[src/design/rvIsaPkg.sv]
// RV32I ISA definitions
// Field types, major opcodes and ALU operation codes for decode and execute
package rvIsaPkg;

    localparam int XLen = 32;

    typedef logic [XLen-1:0] xlen_t;   // Data, address or PC word
    typedef logic [31:0]     inst_t;   // Raw instruction word
    typedef logic [6:0]      opcode_t;
    typedef logic [2:0]      funct3_t;
    typedef logic [4:0]      regPtr_t; // rs1/rs2/rd as encoded

    ////////////////////
    // Major opcodes
    ////////////////////
    localparam opcode_t OpOp     = 7'b0110011; // R-type ALU
    localparam opcode_t OpImm    = 7'b0010011; // I-type ALU
    localparam opcode_t OpLui    = 7'b0110111;
    localparam opcode_t OpAuipc  = 7'b0010111;
    localparam opcode_t OpBranch = 7'b1100011;
    localparam opcode_t OpJal    = 7'b1101111;
    localparam opcode_t OpJalr   = 7'b1100111;
    localparam opcode_t OpStore  = 7'b0100011; // SB/SH/SW

    // ALU operations, decoded in Q102H
    typedef enum logic [3:0] {
        AluAdd, AluSub, AluSlt, AluSltu, AluSll,
        AluSrl, AluSra, AluXor, AluOr, AluAnd
    } aluOp_t;

endpackage

[src/design/barrelPkg.sv]
// Barrel core definitions
// Thread count, per-thread register banks, boot PCs and pipe types
package barrelPkg;

    localparam int NumThreads = 4;
    localparam int NumRegs    = 16; // Registers per thread bank

    typedef logic [NumThreads-1:0]         threadRing_t; // One-hot
    typedef logic [$clog2(NumThreads)-1:0] threadId_t;
    typedef logic [$clog2(NumRegs)-1:0]    bankPtr_t;    // rs/rd bit 4 dropped
    typedef logic [3:0]                    byteEn_t;     // One bit per store byte

    ////////////////////
    // Reset PC per thread
    ////////////////////
    // Each thread boots into its own program region
    localparam rvIsaPkg::xlen_t ThreadBootPc [NumThreads] = '{
        32'h0000_0000,
        32'h0000_0100,
        32'h0000_0200,
        32'h0000_0300
    };

endpackage

[src/design/pipeIfs.sv]
// Barrel core stage interfaces
// Register file read and write ports plus the Q102H and Q103H stage bundles
`timescale 1ns/1ps

// Q101H register read, same cycle answer
interface regReadIf
    import rvIsaPkg::*, barrelPkg::*;
();
    threadId_t thread;
    regPtr_t   rs1Ptr;
    regPtr_t   rs2Ptr;
    xlen_t     rs1Data;
    xlen_t     rs2Data;

    modport requester (output thread, rs1Ptr, rs2Ptr, input rs1Data, rs2Data);
    modport responder (input thread, rs1Ptr, rs2Ptr, output rs1Data, rs2Data);
endinterface


// Decode to execute, Q102H fields
interface decodeExecIf
    import rvIsaPkg::*, barrelPkg::*;
();
    xlen_t     pc;
    inst_t     inst;
    threadId_t thread;
    xlen_t     rs1Data;
    xlen_t     rs2Data;
    logic      isJal;
    logic      isJalr;
    logic      isBranch;
    logic      isIType;   // OP-IMM or JALR
    logic      isLui;
    logic      isAuipc;
    logic      isStore;
    logic      regWr;

    modport source (output pc, inst, thread, rs1Data, rs2Data, isJal, isJalr,
                    isBranch, isIType, isLui, isAuipc, isStore, regWr);
    modport sink   (input pc, inst, thread, rs1Data, rs2Data, isJal, isJalr,
                    isBranch, isIType, isLui, isAuipc, isStore, regWr);
endinterface


[src/design/instDecode.sv]
// Instruction decode, Q101H
// Opcode decode, register read request and the Q101H to Q102H pipe stage
`timescale 1ns/1ps

module instDecode
    import rvIsaPkg::*, barrelPkg::*;
(
    input  logic          QClk,
    input  logic          arstN,
    input  xlen_t         pcQ100H,
    input  threadId_t     threadQ100H,
    input  inst_t         instQ101H,   // Returned by the I-mem one cycle after the PC
    regReadIf.requester   rd,
    decodeExecIf.source   dx
);

    xlen_t     pcQ101H;
    threadId_t threadQ101H;
    logic      vldQ101H;     // Low for the slot still in flight at reset
    opcode_t   opcodeQ101H;

    // Q100H -> Q101H
    always_ff @(posedge QClk) begin
        pcQ101H     <= pcQ100H;
        threadQ101H <= threadQ100H;
    end

    always_ff @(posedge QClk or negedge arstN) begin
        if (!arstN) vldQ101H <= 1'b0;
        else        vldQ101H <= 1'b1;
    end

    assign opcodeQ101H = instQ101H[6:0];

    // Source operands from this thread's bank
    assign rd.thread = threadQ101H;
    assign rd.rs1Ptr = instQ101H[19:15];
    assign rd.rs2Ptr = instQ101H[24:20];

    ////////////////////
    // Q101H -> Q102H
    ////////////////////
    always_ff @(posedge QClk) begin
        dx.pc      <= pcQ101H;
        dx.inst    <= instQ101H;
        dx.thread  <= threadQ101H;
        dx.rs1Data <= rd.rs1Data;
        dx.rs2Data <= rd.rs2Data;
    end

    // Control bits, zero for an invalid slot
    always_ff @(posedge QClk or negedge arstN) begin
        if (!arstN) begin
            dx.isJal    <= 1'b0;
            dx.isJalr   <= 1'b0;
            dx.isBranch <= 1'b0;
            dx.isIType  <= 1'b0;
            dx.isLui    <= 1'b0;
            dx.isAuipc  <= 1'b0;
            dx.isStore  <= 1'b0;
            dx.regWr    <= 1'b0;
        end else begin
            dx.isJal    <= vldQ101H && (opcodeQ101H == OpJal);
            dx.isJalr   <= vldQ101H && (opcodeQ101H == OpJalr);
            dx.isBranch <= vldQ101H && (opcodeQ101H == OpBranch);
            dx.isIType  <= vldQ101H && (opcodeQ101H inside {OpImm, OpJalr});
            dx.isLui    <= vldQ101H && (opcodeQ101H == OpLui);
            dx.isAuipc  <= vldQ101H && (opcodeQ101H == OpAuipc);
            dx.isStore  <= vldQ101H && (opcodeQ101H == OpStore);
            dx.regWr    <= vldQ101H && (opcodeQ101H inside
                           {OpOp, OpImm, OpLui, OpAuipc, OpJal, OpJalr});
        end
    end

endmodule

[src/flat_wrapper.sv]
// flat-port wrapper written by rule: the top's interface ports become plain ports
module instDecode_flat import rvIsaPkg::*, barrelPkg::*;
  (QClk, arstN, pcQ100H, threadQ100H, instQ101H, rd_thread, rd_rs1Ptr, rd_rs2Ptr, rd_rs1Data, rd_rs2Data, dx_pc, dx_inst, dx_thread, dx_rs1Data, dx_rs2Data, dx_isJal, dx_isJalr, dx_isBranch, dx_isIType, dx_isLui, dx_isAuipc, dx_isStore, dx_regWr);
  regReadIf rd_i ();
  decodeExecIf dx_i ();
  input  logic QClk;
  input  logic arstN;
  input  xlen_t pcQ100H;
  input  threadId_t threadQ100H;
  input  inst_t instQ101H;
  output wire logic [$bits(rd_i.thread)-1:0] rd_thread;
  output wire logic [$bits(rd_i.rs1Ptr)-1:0] rd_rs1Ptr;
  output wire logic [$bits(rd_i.rs2Ptr)-1:0] rd_rs2Ptr;
  input wire logic [$bits(rd_i.rs1Data)-1:0] rd_rs1Data;
  input wire logic [$bits(rd_i.rs2Data)-1:0] rd_rs2Data;
  output wire logic [$bits(dx_i.pc)-1:0] dx_pc;
  output wire logic [$bits(dx_i.inst)-1:0] dx_inst;
  output wire logic [$bits(dx_i.thread)-1:0] dx_thread;
  output wire logic [$bits(dx_i.rs1Data)-1:0] dx_rs1Data;
  output wire logic [$bits(dx_i.rs2Data)-1:0] dx_rs2Data;
  output wire logic [$bits(dx_i.isJal)-1:0] dx_isJal;
  output wire logic [$bits(dx_i.isJalr)-1:0] dx_isJalr;
  output wire logic [$bits(dx_i.isBranch)-1:0] dx_isBranch;
  output wire logic [$bits(dx_i.isIType)-1:0] dx_isIType;
  output wire logic [$bits(dx_i.isLui)-1:0] dx_isLui;
  output wire logic [$bits(dx_i.isAuipc)-1:0] dx_isAuipc;
  output wire logic [$bits(dx_i.isStore)-1:0] dx_isStore;
  output wire logic [$bits(dx_i.regWr)-1:0] dx_regWr;
  assign rd_thread = rd_i.thread;
  assign rd_rs1Ptr = rd_i.rs1Ptr;
  assign rd_rs2Ptr = rd_i.rs2Ptr;
  assign rd_i.rs1Data = rd_rs1Data;
  assign rd_i.rs2Data = rd_rs2Data;
  assign dx_pc = dx_i.pc;
  assign dx_inst = dx_i.inst;
  assign dx_thread = dx_i.thread;
  assign dx_rs1Data = dx_i.rs1Data;
  assign dx_rs2Data = dx_i.rs2Data;
  assign dx_isJal = dx_i.isJal;
  assign dx_isJalr = dx_i.isJalr;
  assign dx_isBranch = dx_i.isBranch;
  assign dx_isIType = dx_i.isIType;
  assign dx_isLui = dx_i.isLui;
  assign dx_isAuipc = dx_i.isAuipc;
  assign dx_isStore = dx_i.isStore;
  assign dx_regWr = dx_i.regWr;
  instDecode u_core (.QClk(QClk), .arstN(arstN), .pcQ100H(pcQ100H), .threadQ100H(threadQ100H), .instQ101H(instQ101H), .rd(rd_i), .dx(dx_i));
endmodule
[config.mk]
export PLATFORM = sky130hd
export DESIGN_NAME = instDecode_flat
export DESIGN_NICKNAME = d
export VERILOG_FILES = /design/src/design/rvIsaPkg.sv /design/src/design/barrelPkg.sv /design/src/design/pipeIfs.sv /design/src/design/instDecode.sv /design/src/flat_wrapper.sv
export SDC_FILE = /design/constraint.sdc
export NUM_CORES = 1
export LEC_CHECK = 0
export BUFFER_PORTS_ARGS = -buffer_cell sky130_fd_sc_hd__buf_2
export CAP_MARGIN = 20
export CELL_PAD_IN_SITES_DETAIL_PLACEMENT = 2
export CELL_PAD_IN_SITES_GLOBAL_PLACEMENT = 2
export CORE_MARGIN = 1
export CORE_UTILIZATION = 25
export DETAILED_ROUTE_END_ITERATION = 10
export PLACE_DENSITY = 0.92
export RECOVER_POWER = 25
export SYNTH_ARGS = -nofsm -noshare
export SYNTH_HDL_FRONTEND = slang
export SYNTH_SLANG_ARGS = --single-unit
export TNS_END_PERCENT = 5
[constraint.sdc]
create_clock -name QClk -period 2.2 [get_ports QClk]
set_input_delay 0.33 -clock QClk [delete_from_list [all_inputs] [get_ports QClk]]
set_output_delay 0.33 -clock QClk [all_outputs]
set_load 0.02 [all_outputs]
Word level (Yosys, flattened, before mapping):

Index checks and enable logic that the tools add are counted.
W data, S select, Z words.

* logic and storage cells: 34
* flip-flop bits (word level): 173

* eq/ne operators: 8
* reduce and logical (&&, ||, !) cells: 10

Operators with widths (number)
* $eq A7 B6 Y1 const B: 3
* $eq A7 B7 Y1 const B: 3
* $eq A7 B5 Y1 const B: 2
* $logic_and A1 B1 Y1: 8
* $reduce_bool A6 Y1: 1
* $reduce_bool A2 Y1: 1

Longest topological paths before layout:

Gate-level depths: netlist of the first run.

* depth in word-level cells: 3
* gate-level depth with buffers: 2
* mapped depth without buffers: 2

Least setup slack after synthesis of the first run:

Ideal clock, no wire load.

* kind: input-to-reg
* from: in instQ101H[5]
* to: reg u_core.dx.isIType
* stages on the path: 2
* data required time: 2122 ps
* arrival: 965 ps
* setup slack: 1157 ps
* cell sequence: or4b_1 > a21oi_1

* cells in the longest elaborated chain, start to end: 3
* elaborated cells on any way between the ends: 4
* those cells by class: 2 x eq/ne; 2 x reduce/logical

RTL lines
* start: declaration: line flat_wrapper.sv:10 `input inst_t instQ101H;`
* $eq A7 B5 Y1 / $eq A7 B7 Y1 (equally long branches): line instDecode.sv:66 `dx.isIType <= vldQ101H && (opcodeQ101H inside {OpImm, OpJalr});`
* $reduce_bool A2 Y1 *: line instDecode.sv:66
* $logic_and A1 B1 Y1 *: line instDecode.sv:66
* end signal: assignment: line instDecode.sv:66
* end: declaration: line pipeIfs.sv:39 `isBranch, isIType, isLui, isAuipc, isStore, regWr);`

Mark *: on every way between the ends. The rest lies on a longest branch, timed or not.

Worst setup path in the final report of the first run:

* from: reg u_core.dx.isStore
* to: out dx_isStore

RTL lines
* start: declaration: line pipeIfs.sv:39
* start signal: assignment: line instDecode.sv:69 `dx.isStore <= vldQ101H && (opcodeQ101H == OpStore);`
* end: declaration: line flat_wrapper.sv:27 `output wire logic [$bits(dx_i.isStore)-1:0] dx_isStore;`

No word-level cell between the ends.

==> summary.txt, run 1 <==
Run status
  • Status: completed

STA
  • RSZ-0062 raised after global routing: false
  • Setup ws final: just over 0.9 ns
  • Clock skew: approximately 0.010 ns
  • Slew Viols, Final: 0
  • Setup TNS: 0 ns
  • Hold Fails Final Rpt: 0
  • Tmin final: around 1.3 ns
  • Setup Viol. Count Final: 0
  • Final worst path period share: between 50 and 60%
  • Fmax: roughly 780 MHz

GRT
  • Vias in the first global route: approximately 3400
  • Total global routing overflow: 0
  • Largest net degree at the start of global routing: 17
  • GRT Util Overall: 17.5%
  • First-pass GRT wire length: ~19000 microns
  • Initial antenna violation count: 0

Power and ir drop
  • P_sw: between 1.5 and 2 mW
  • Comb power frac: 8.4%
  • Int Pwr: ~5.3 mW
  • Maximum vdd ir drop: 502 uV
  • Seq pwr share: between 40% and 50%
  • Clk network pwr share: around 43%
  • Switching part of the total power: a little under a quarter
  • PwrDens: ~1100 nW/um^2
  • Tot Pwr: approximately 6.9 mW
  • Leak: roughly 3.2 nW

Finish
  • Layout cells sized above 1: about 52%
  • Final std cells w/o fill: 760
  • # diodes: 0
  • Final instance area: between 6000 and 7000 sq um
  • Final nets: ~700
  • Area Overhead vs Synth: 76.7%

Critical path
  • Worst path slowest cell: dfrtp_1
  • CP Capture Type: output pin
  • CP max FO: 1
  • CP Class: register to output pin
  • Critical-path cell list: buf_2
  • Critical Path Start Type: register
  • Worst endpoint data arrival time: between 0.9 and 1 ns
  • Worst path required time: between 1.5 and 2 ns
  • Slowest stage delay, CP: 0.38 ns
  • Buf/Inv on CP: 1
  • Largest delay contributor family on the critical path: flip-flops

Logic synthesis
  • Post-Syn Nets: roughly 330
  • Cell Area, Synth: between 3000 and 4000 sq um
  • Top-count cell post-synth: dfxtp_1
  • Cells after Synth: 201
  • EDFF count, synth: 0
  • Syn Area/Cell: ~18 sq um
  • Unique masters post-synth: 18
  • Sequential-to-total area share from yosys stat: between 90% and 100%
  • #FFs+latches synth: ~170
  • Async set or reset register ratio after synthesis: between 5 and 6%
  • Post-synth top flop: dfxtp_1
  • Synth Warn #: 0
  • Synth area leaders: dfxtp_1 (89%), dfrtp_1 (6.1%), buf_4 (2.0%)
  • Area share of the largest cell type after synthesis: around nine tenths
  • Commonest cells post-synth: dfxtp_1 (164), buf_4 (10), dfrtp_1 (9)
  • Cell accounting for the most synthesized area: dfxtp_1

Floorplanning
  • Initial Util: between 20 and 30%
  • DIE HEIGHT: 124 microns
  • Die width: around 120 microns
  • Rows: between 40 and 50
  • Die ar.: 15300 sq um
  • Core area: roughly 14000 sq um
  • Io pins: ~280

Clocking
  • Worst-path clk slew: 0.07 ns
  • CTS Buf Count: 17
  • CTS tree: built
  • CTS resizes: 0
  • Hold-fix buffers, CTS: 66
  • Clk_lat worst skew: 0.41 ns
  • Clock sink total: about 170
  • H-Tree Depth: 4
  • Postcts setup bufs: 0
  • Root buffer selected by CTS: clkbuf_16
  • Max clock buf depth: 2

Drt
  • Drt total wl: 13900 microns
  • DRT iter0 DRCs: 74
  • DR WL/cell: around 18 microns
  • Antenna viol nets, final: 0
  • Number of vias per cell: around 3.8
  • Drt pass-1 iters: 4
  • Vias after detailed routing: 2921
  • Residual DRC: 0

Placed design
  • Post-DP HPWL: slightly below 9000 microns
  • Gpl congestion: between 0.7 and 0.8
  • IO Port Bufs: approximately 280
  • Cell count after placement: about 660
  • Placed Area: 5270 sq um
  • Pre-CTS WS: ~0.88 ns

Worst hold path
  • Hold Crit Class: input port to register

Job
  • Max Cap Viol: 0
-- kinds of logic (layout without fill, tap and decap cells) --
kind of cell           count (synthesis)  count (layout)  synth area share [%]
other                                  1               1                 0.101
AND/OR/NAND/NOR                       14              14                  2.84
flip-flops                           173             173                  94.7
AO/OA/AOI/OAI                          2               2                 0.270
buffers and inverters                 11             386                  2.13
-- worst paths after layout --
kind                                            endpoint  depth (start not counted)  slack (ns)                         from
max reg2reg                 u_core.dx.isBranch$_DFF_PN0_                          2        0.98    u_core.vldQ101H$_DFF_PN0_
min                        u_core.dx.rs2Data[14]$_DFF_P_                          1        0.02               rd_rs2Data[14]
max                                           dx_isStore                          1        0.91  u_core.dx.isStore$_DFF_PN0_
min reg2reg                     u_core.dx.pc[20]$_DFF_P_                          0        0.33   u_core.pcQ101H[20]$_DFF_P_
max in group asynchronous      u_core.dx.isLui$_DFF_PN0_                          2        1.70                        arstN
min in group asynchronous      u_core.vldQ101H$_DFF_PN0_                          2        0.30                        arstN
-- sequential cells by signal, summed over array words and instances (netlist names), 2 cells and up --
register and count:
u_core.dx.pc 32, u_core.pcQ101H 32, u_core.dx.rs2Data 32, u_core.rd.thread 2, u_core.dx.thread 2, u_core.dx.inst 32, u_core.dx.rs1Data 32
-- routing by layer --
layer / wire length, microns / global-route usage [%] / up-vias
met1: 4500 / 16.1 / 1365
li1: - / - / 1354
met3: 1590 / 7.83 / 12
met5: 0 / 0 / -
met2: 7660 / 32.9 / 190
met4: 178 / 7.45 / 0
-- area by class of cell --
cell class	instances	area, sq um
multi-input cells	17	119
repair buffers	353	2110
fillers	1446	7930
clock inverters	13	138
flip-flops and latches	173	3510
clock buffers	19	443
well taps	184	230
inverters	1	3.75
-- stage by stage --
stage | hold WS (ns) | util, %
2_1_floorplan | 0.0344 | -
3_3_place_gp | 0.185 | 36.4
3_5_place_dp | 0.192 | 36.4
4_1_cts | 0.000109 | 45.0
5_1_grt | 0.000156 | 45.2
6_report | 0.0239 | 45.2
-- power by group through the flow --
stage          sequential [mW]  clock, mW  combinational (mW)
6_report                  3.35       2.97               0.578
5_1_grt                   3.36       3.18               0.614
4_1_cts                   3.34       3.03               0.566
3_5_place_dp              3.41          0               0.472
3_3_place_gp              3.40          0               0.455
2_1_floorplan             3.57          0              0.0344
-- layout by cell type, fill, tap and decap left out, drive strengths merged --
cell type	n
nor4	1
conb	1
dfxtp	164
nand4b	2
inv	5
nor4b	2
a21oi	2
clkinvlp	3
nand3	1
dlygate4sd3	72
bufinv	2
or2b	1
clkbuf	34
dfrtp	9
nor3	2
nor2	1
or4b	1
or3b	2
buf	266
clkinv	4
nand2	1
Power figures use the tool's default switching activity.
==> run 2, diff against run 1 <==
Settings changed: CORE_UTILIZATION 25 to 23, PLACE_DENSITY 0.92 to 0.86.
Clock period 2.2 ns to 1.26 ns, I/O delays scaled along.
==> summary.txt, run 2 (synthesis results as in run 1) <==
Run status
  • Status: complete, but fails checks
  • Failing checks: setup timing

Floorplanning
  • Io pins: 282
  • Die ar.: 16600 sq um
  • Initial Util: 23.4%
  • Core area: ~16000 sq um
  • Die width: between 100 and 150 microns
  • DIE HEIGHT: around 130 microns
  • Rows: 46

STA
  • Clock skew: roughly 0.0083 ns
  • Setup ws final: -0.00456 ns
  • Max transition margin: between 60% and 70%
  • Tmin final: about 1.3 ns
  • Hold Fails Final Rpt: 0
  • RSZ-0062 raised after global routing: true
  • Hold WS: 0.256 ns
  • Fmax: 791 MHz
  • Setup Viol. Count Final: 1
  • Slew Viols, Final: 0
  • Measured slew at the worst slew-check pin: 0.520 ns
  • Final worst path period share: 100%
  • Setup TNS: -0.00456 ns

Finish
  • Sequential cell area: between 3000 and 4000 sq um
  • Layout filler cell count: about 1600
  • Commonest non-fill, non-tap cell in the layout: buf_2
  • Final nets: about 760
  • Layout cells sized above 1: 49.5%
  • Commonest cells after routing, fill and taps aside: buf_2 (277), dfxtp_1 (164), dlygate4sd3_1 (131), clkbuf_16 (17), dfrtp_1 (9)
  • Multi-input gate area: 133 sq um
  • Area Overhead vs Synth: 94.9%

Critical path
  • Worst path slowest cell: dlygate4sd3_1
  • FF-to-FF setup slack: roughly 0.18 ns
  • Worst path required time: 1.60 ns
  • CP Capture Type: register
  • Worst endpoint data arrival time: 1.61 ns
  • Critical Path Start Type: input port
  • Reg2Reg Depth: 2
  • Slowest stage delay, CP: 0.55 ns
  • Buf/Inv on CP: 2
  • CP Class: input port to register
  • Largest delay contributor family on the critical path: buffers and inverters
  • CP max FO: 6
  • Reg2reg start: u_core.vldQ101H$_DFF_PN0_
  • Reg2Reg Capture Point: u_core.dx.isStore$_DFF_PN0_
  • Critical-path cell list: dlygate4sd3_1 > buf_2 > or4b_4 > a21oi_2

GRT
  • GRT Util Overall: 19.7%
  • First-pass GRT wire length: approximately 23000 microns
  • Total global routing overflow: 0
  • Vias in the first global route: between 3000 and 4000
  • Initial antenna violation count: 2
  • Largest net degree at the start of global routing: 19

Power and ir drop
  • Tot Pwr: 12.2 mW
  • Maximum vdd ir drop: ~800 uV
  • Seq pwr share: 48.1%
  • Int Pwr: approximately 9.0 mW
  • Clk network pwr share: between 40 and 50%
  • Switching part of the total power: about a quarter
  • Comb power frac: approximately 9.7%
  • P_sw: 3.14 mW
  • PwrDens: ~1700 nW/um^2
  • Leak: 3.49 nW

Clocking
  • H-Tree Depth: 4
  • Root buffer selected by CTS: clkbuf_16
  • CTS Buf Count: 17
  • CTS tree: built
  • Worst-path clk slew: around 0.07 ns
  • Clock sink total: 173
  • Clk_lat worst skew: 0.42 ns
  • Max clock buf depth: 2

Drt
  • DR WL/cell: 19.1 microns
  • Number of vias per cell: 3.73
  • Vias after detailed routing: around 3200
  • Drt pass-1 iters: 5
  • Antenna viol nets, final: 0
  • Drt total wl: approximately 16000 microns
  • DRT iter0 DRCs: just over 90
  • Residual DRC: 0

Placed design
  • Gpl congestion: 0.707
  • IO Port Bufs: ~280
  • Post-DP HPWL: roughly 9200 microns
  • Pre-CTS WS: approximately 0.14 ns

Job
  • Max Cap Viol: 0

Worst hold path
  • Hold Crit Class: input port to async pin
## run 2: per-layer routing
| metal | routed length, microns | GRT usage [%] |
|---|---|---|
| met1 | 5220 | 16.7 |
| met3 | 1300 | 7.28 |
| met2 | 9520 | 40.5 |
| met5 | 0 | 0 |
| met4 | 250 | 7.40 |
## run 2: worst max-delay path by stage
stage / startpoint / end / slack [ns] / cells after the start
5_1_grt: instQ101H[6] / u_core.dx.isAuipc$_DFF_PN0_ / -0.02 / 4
3_3_place_gp: instQ101H[5] / u_core.dx.isIType$_DFF_PN0_ / 0.19 / 3
4_1_cts: instQ101H[3] / u_core.dx.isBranch$_DFF_PN0_ / 0.03 / 4
6_report: instQ101H[5] / u_core.dx.isIType$_DFF_PN0_ / -0.005 / 4
2_1_floorplan: instQ101H[5] / u_core.dx.isIType$_DFF_PN0_ / 0.36 / 2
3_5_place_dp: instQ101H[6] / u_core.dx.isAuipc$_DFF_PN0_ / 0.14 / 3
## run 2: layout make-up
class,count,area share (%)
antenna,2,0.0693
clock buffer,18,6.08
clock inverter,14,2.01
inverter,1,0.0520
multi-input combinational,17,1.84
sequential,173,48.6
tap,216,3.74
timing repair buffer,413,37.7
## run 2: power by group through the flow
stage	sequential [mW]	clock, mW	combinational, mW
floorplan	6.24	0	0.0601
global placement	5.94	0	0.790
detailed placement	5.96	0	0.822
CTS	5.84	5.25	1.15
global route	5.88	5.51	1.25
finish	5.86	5.13	1.19
## run 2: per-stage QoR
step / util [%] / cells / area (sq um)
4_1_cts: 45.5 / 851 / 7200
6_report: 45.6 / 854 / 7220
2_1_floorplan: - / 201 / 3710
3_5_place_dp: 33.5 / 688 / 5310
5_1_grt: 45.6 / 854 / 7220
3_3_place_gp: 33.5 / 688 / 5310
## run 2: repair_timing
item	4_1_cts	5_1_grt
resized for setup	0	3
buffers inserted	0	1
hold buffers	131	0
endpoints found under the hold margin	142	0
endpoints found under the setup margin	0	3
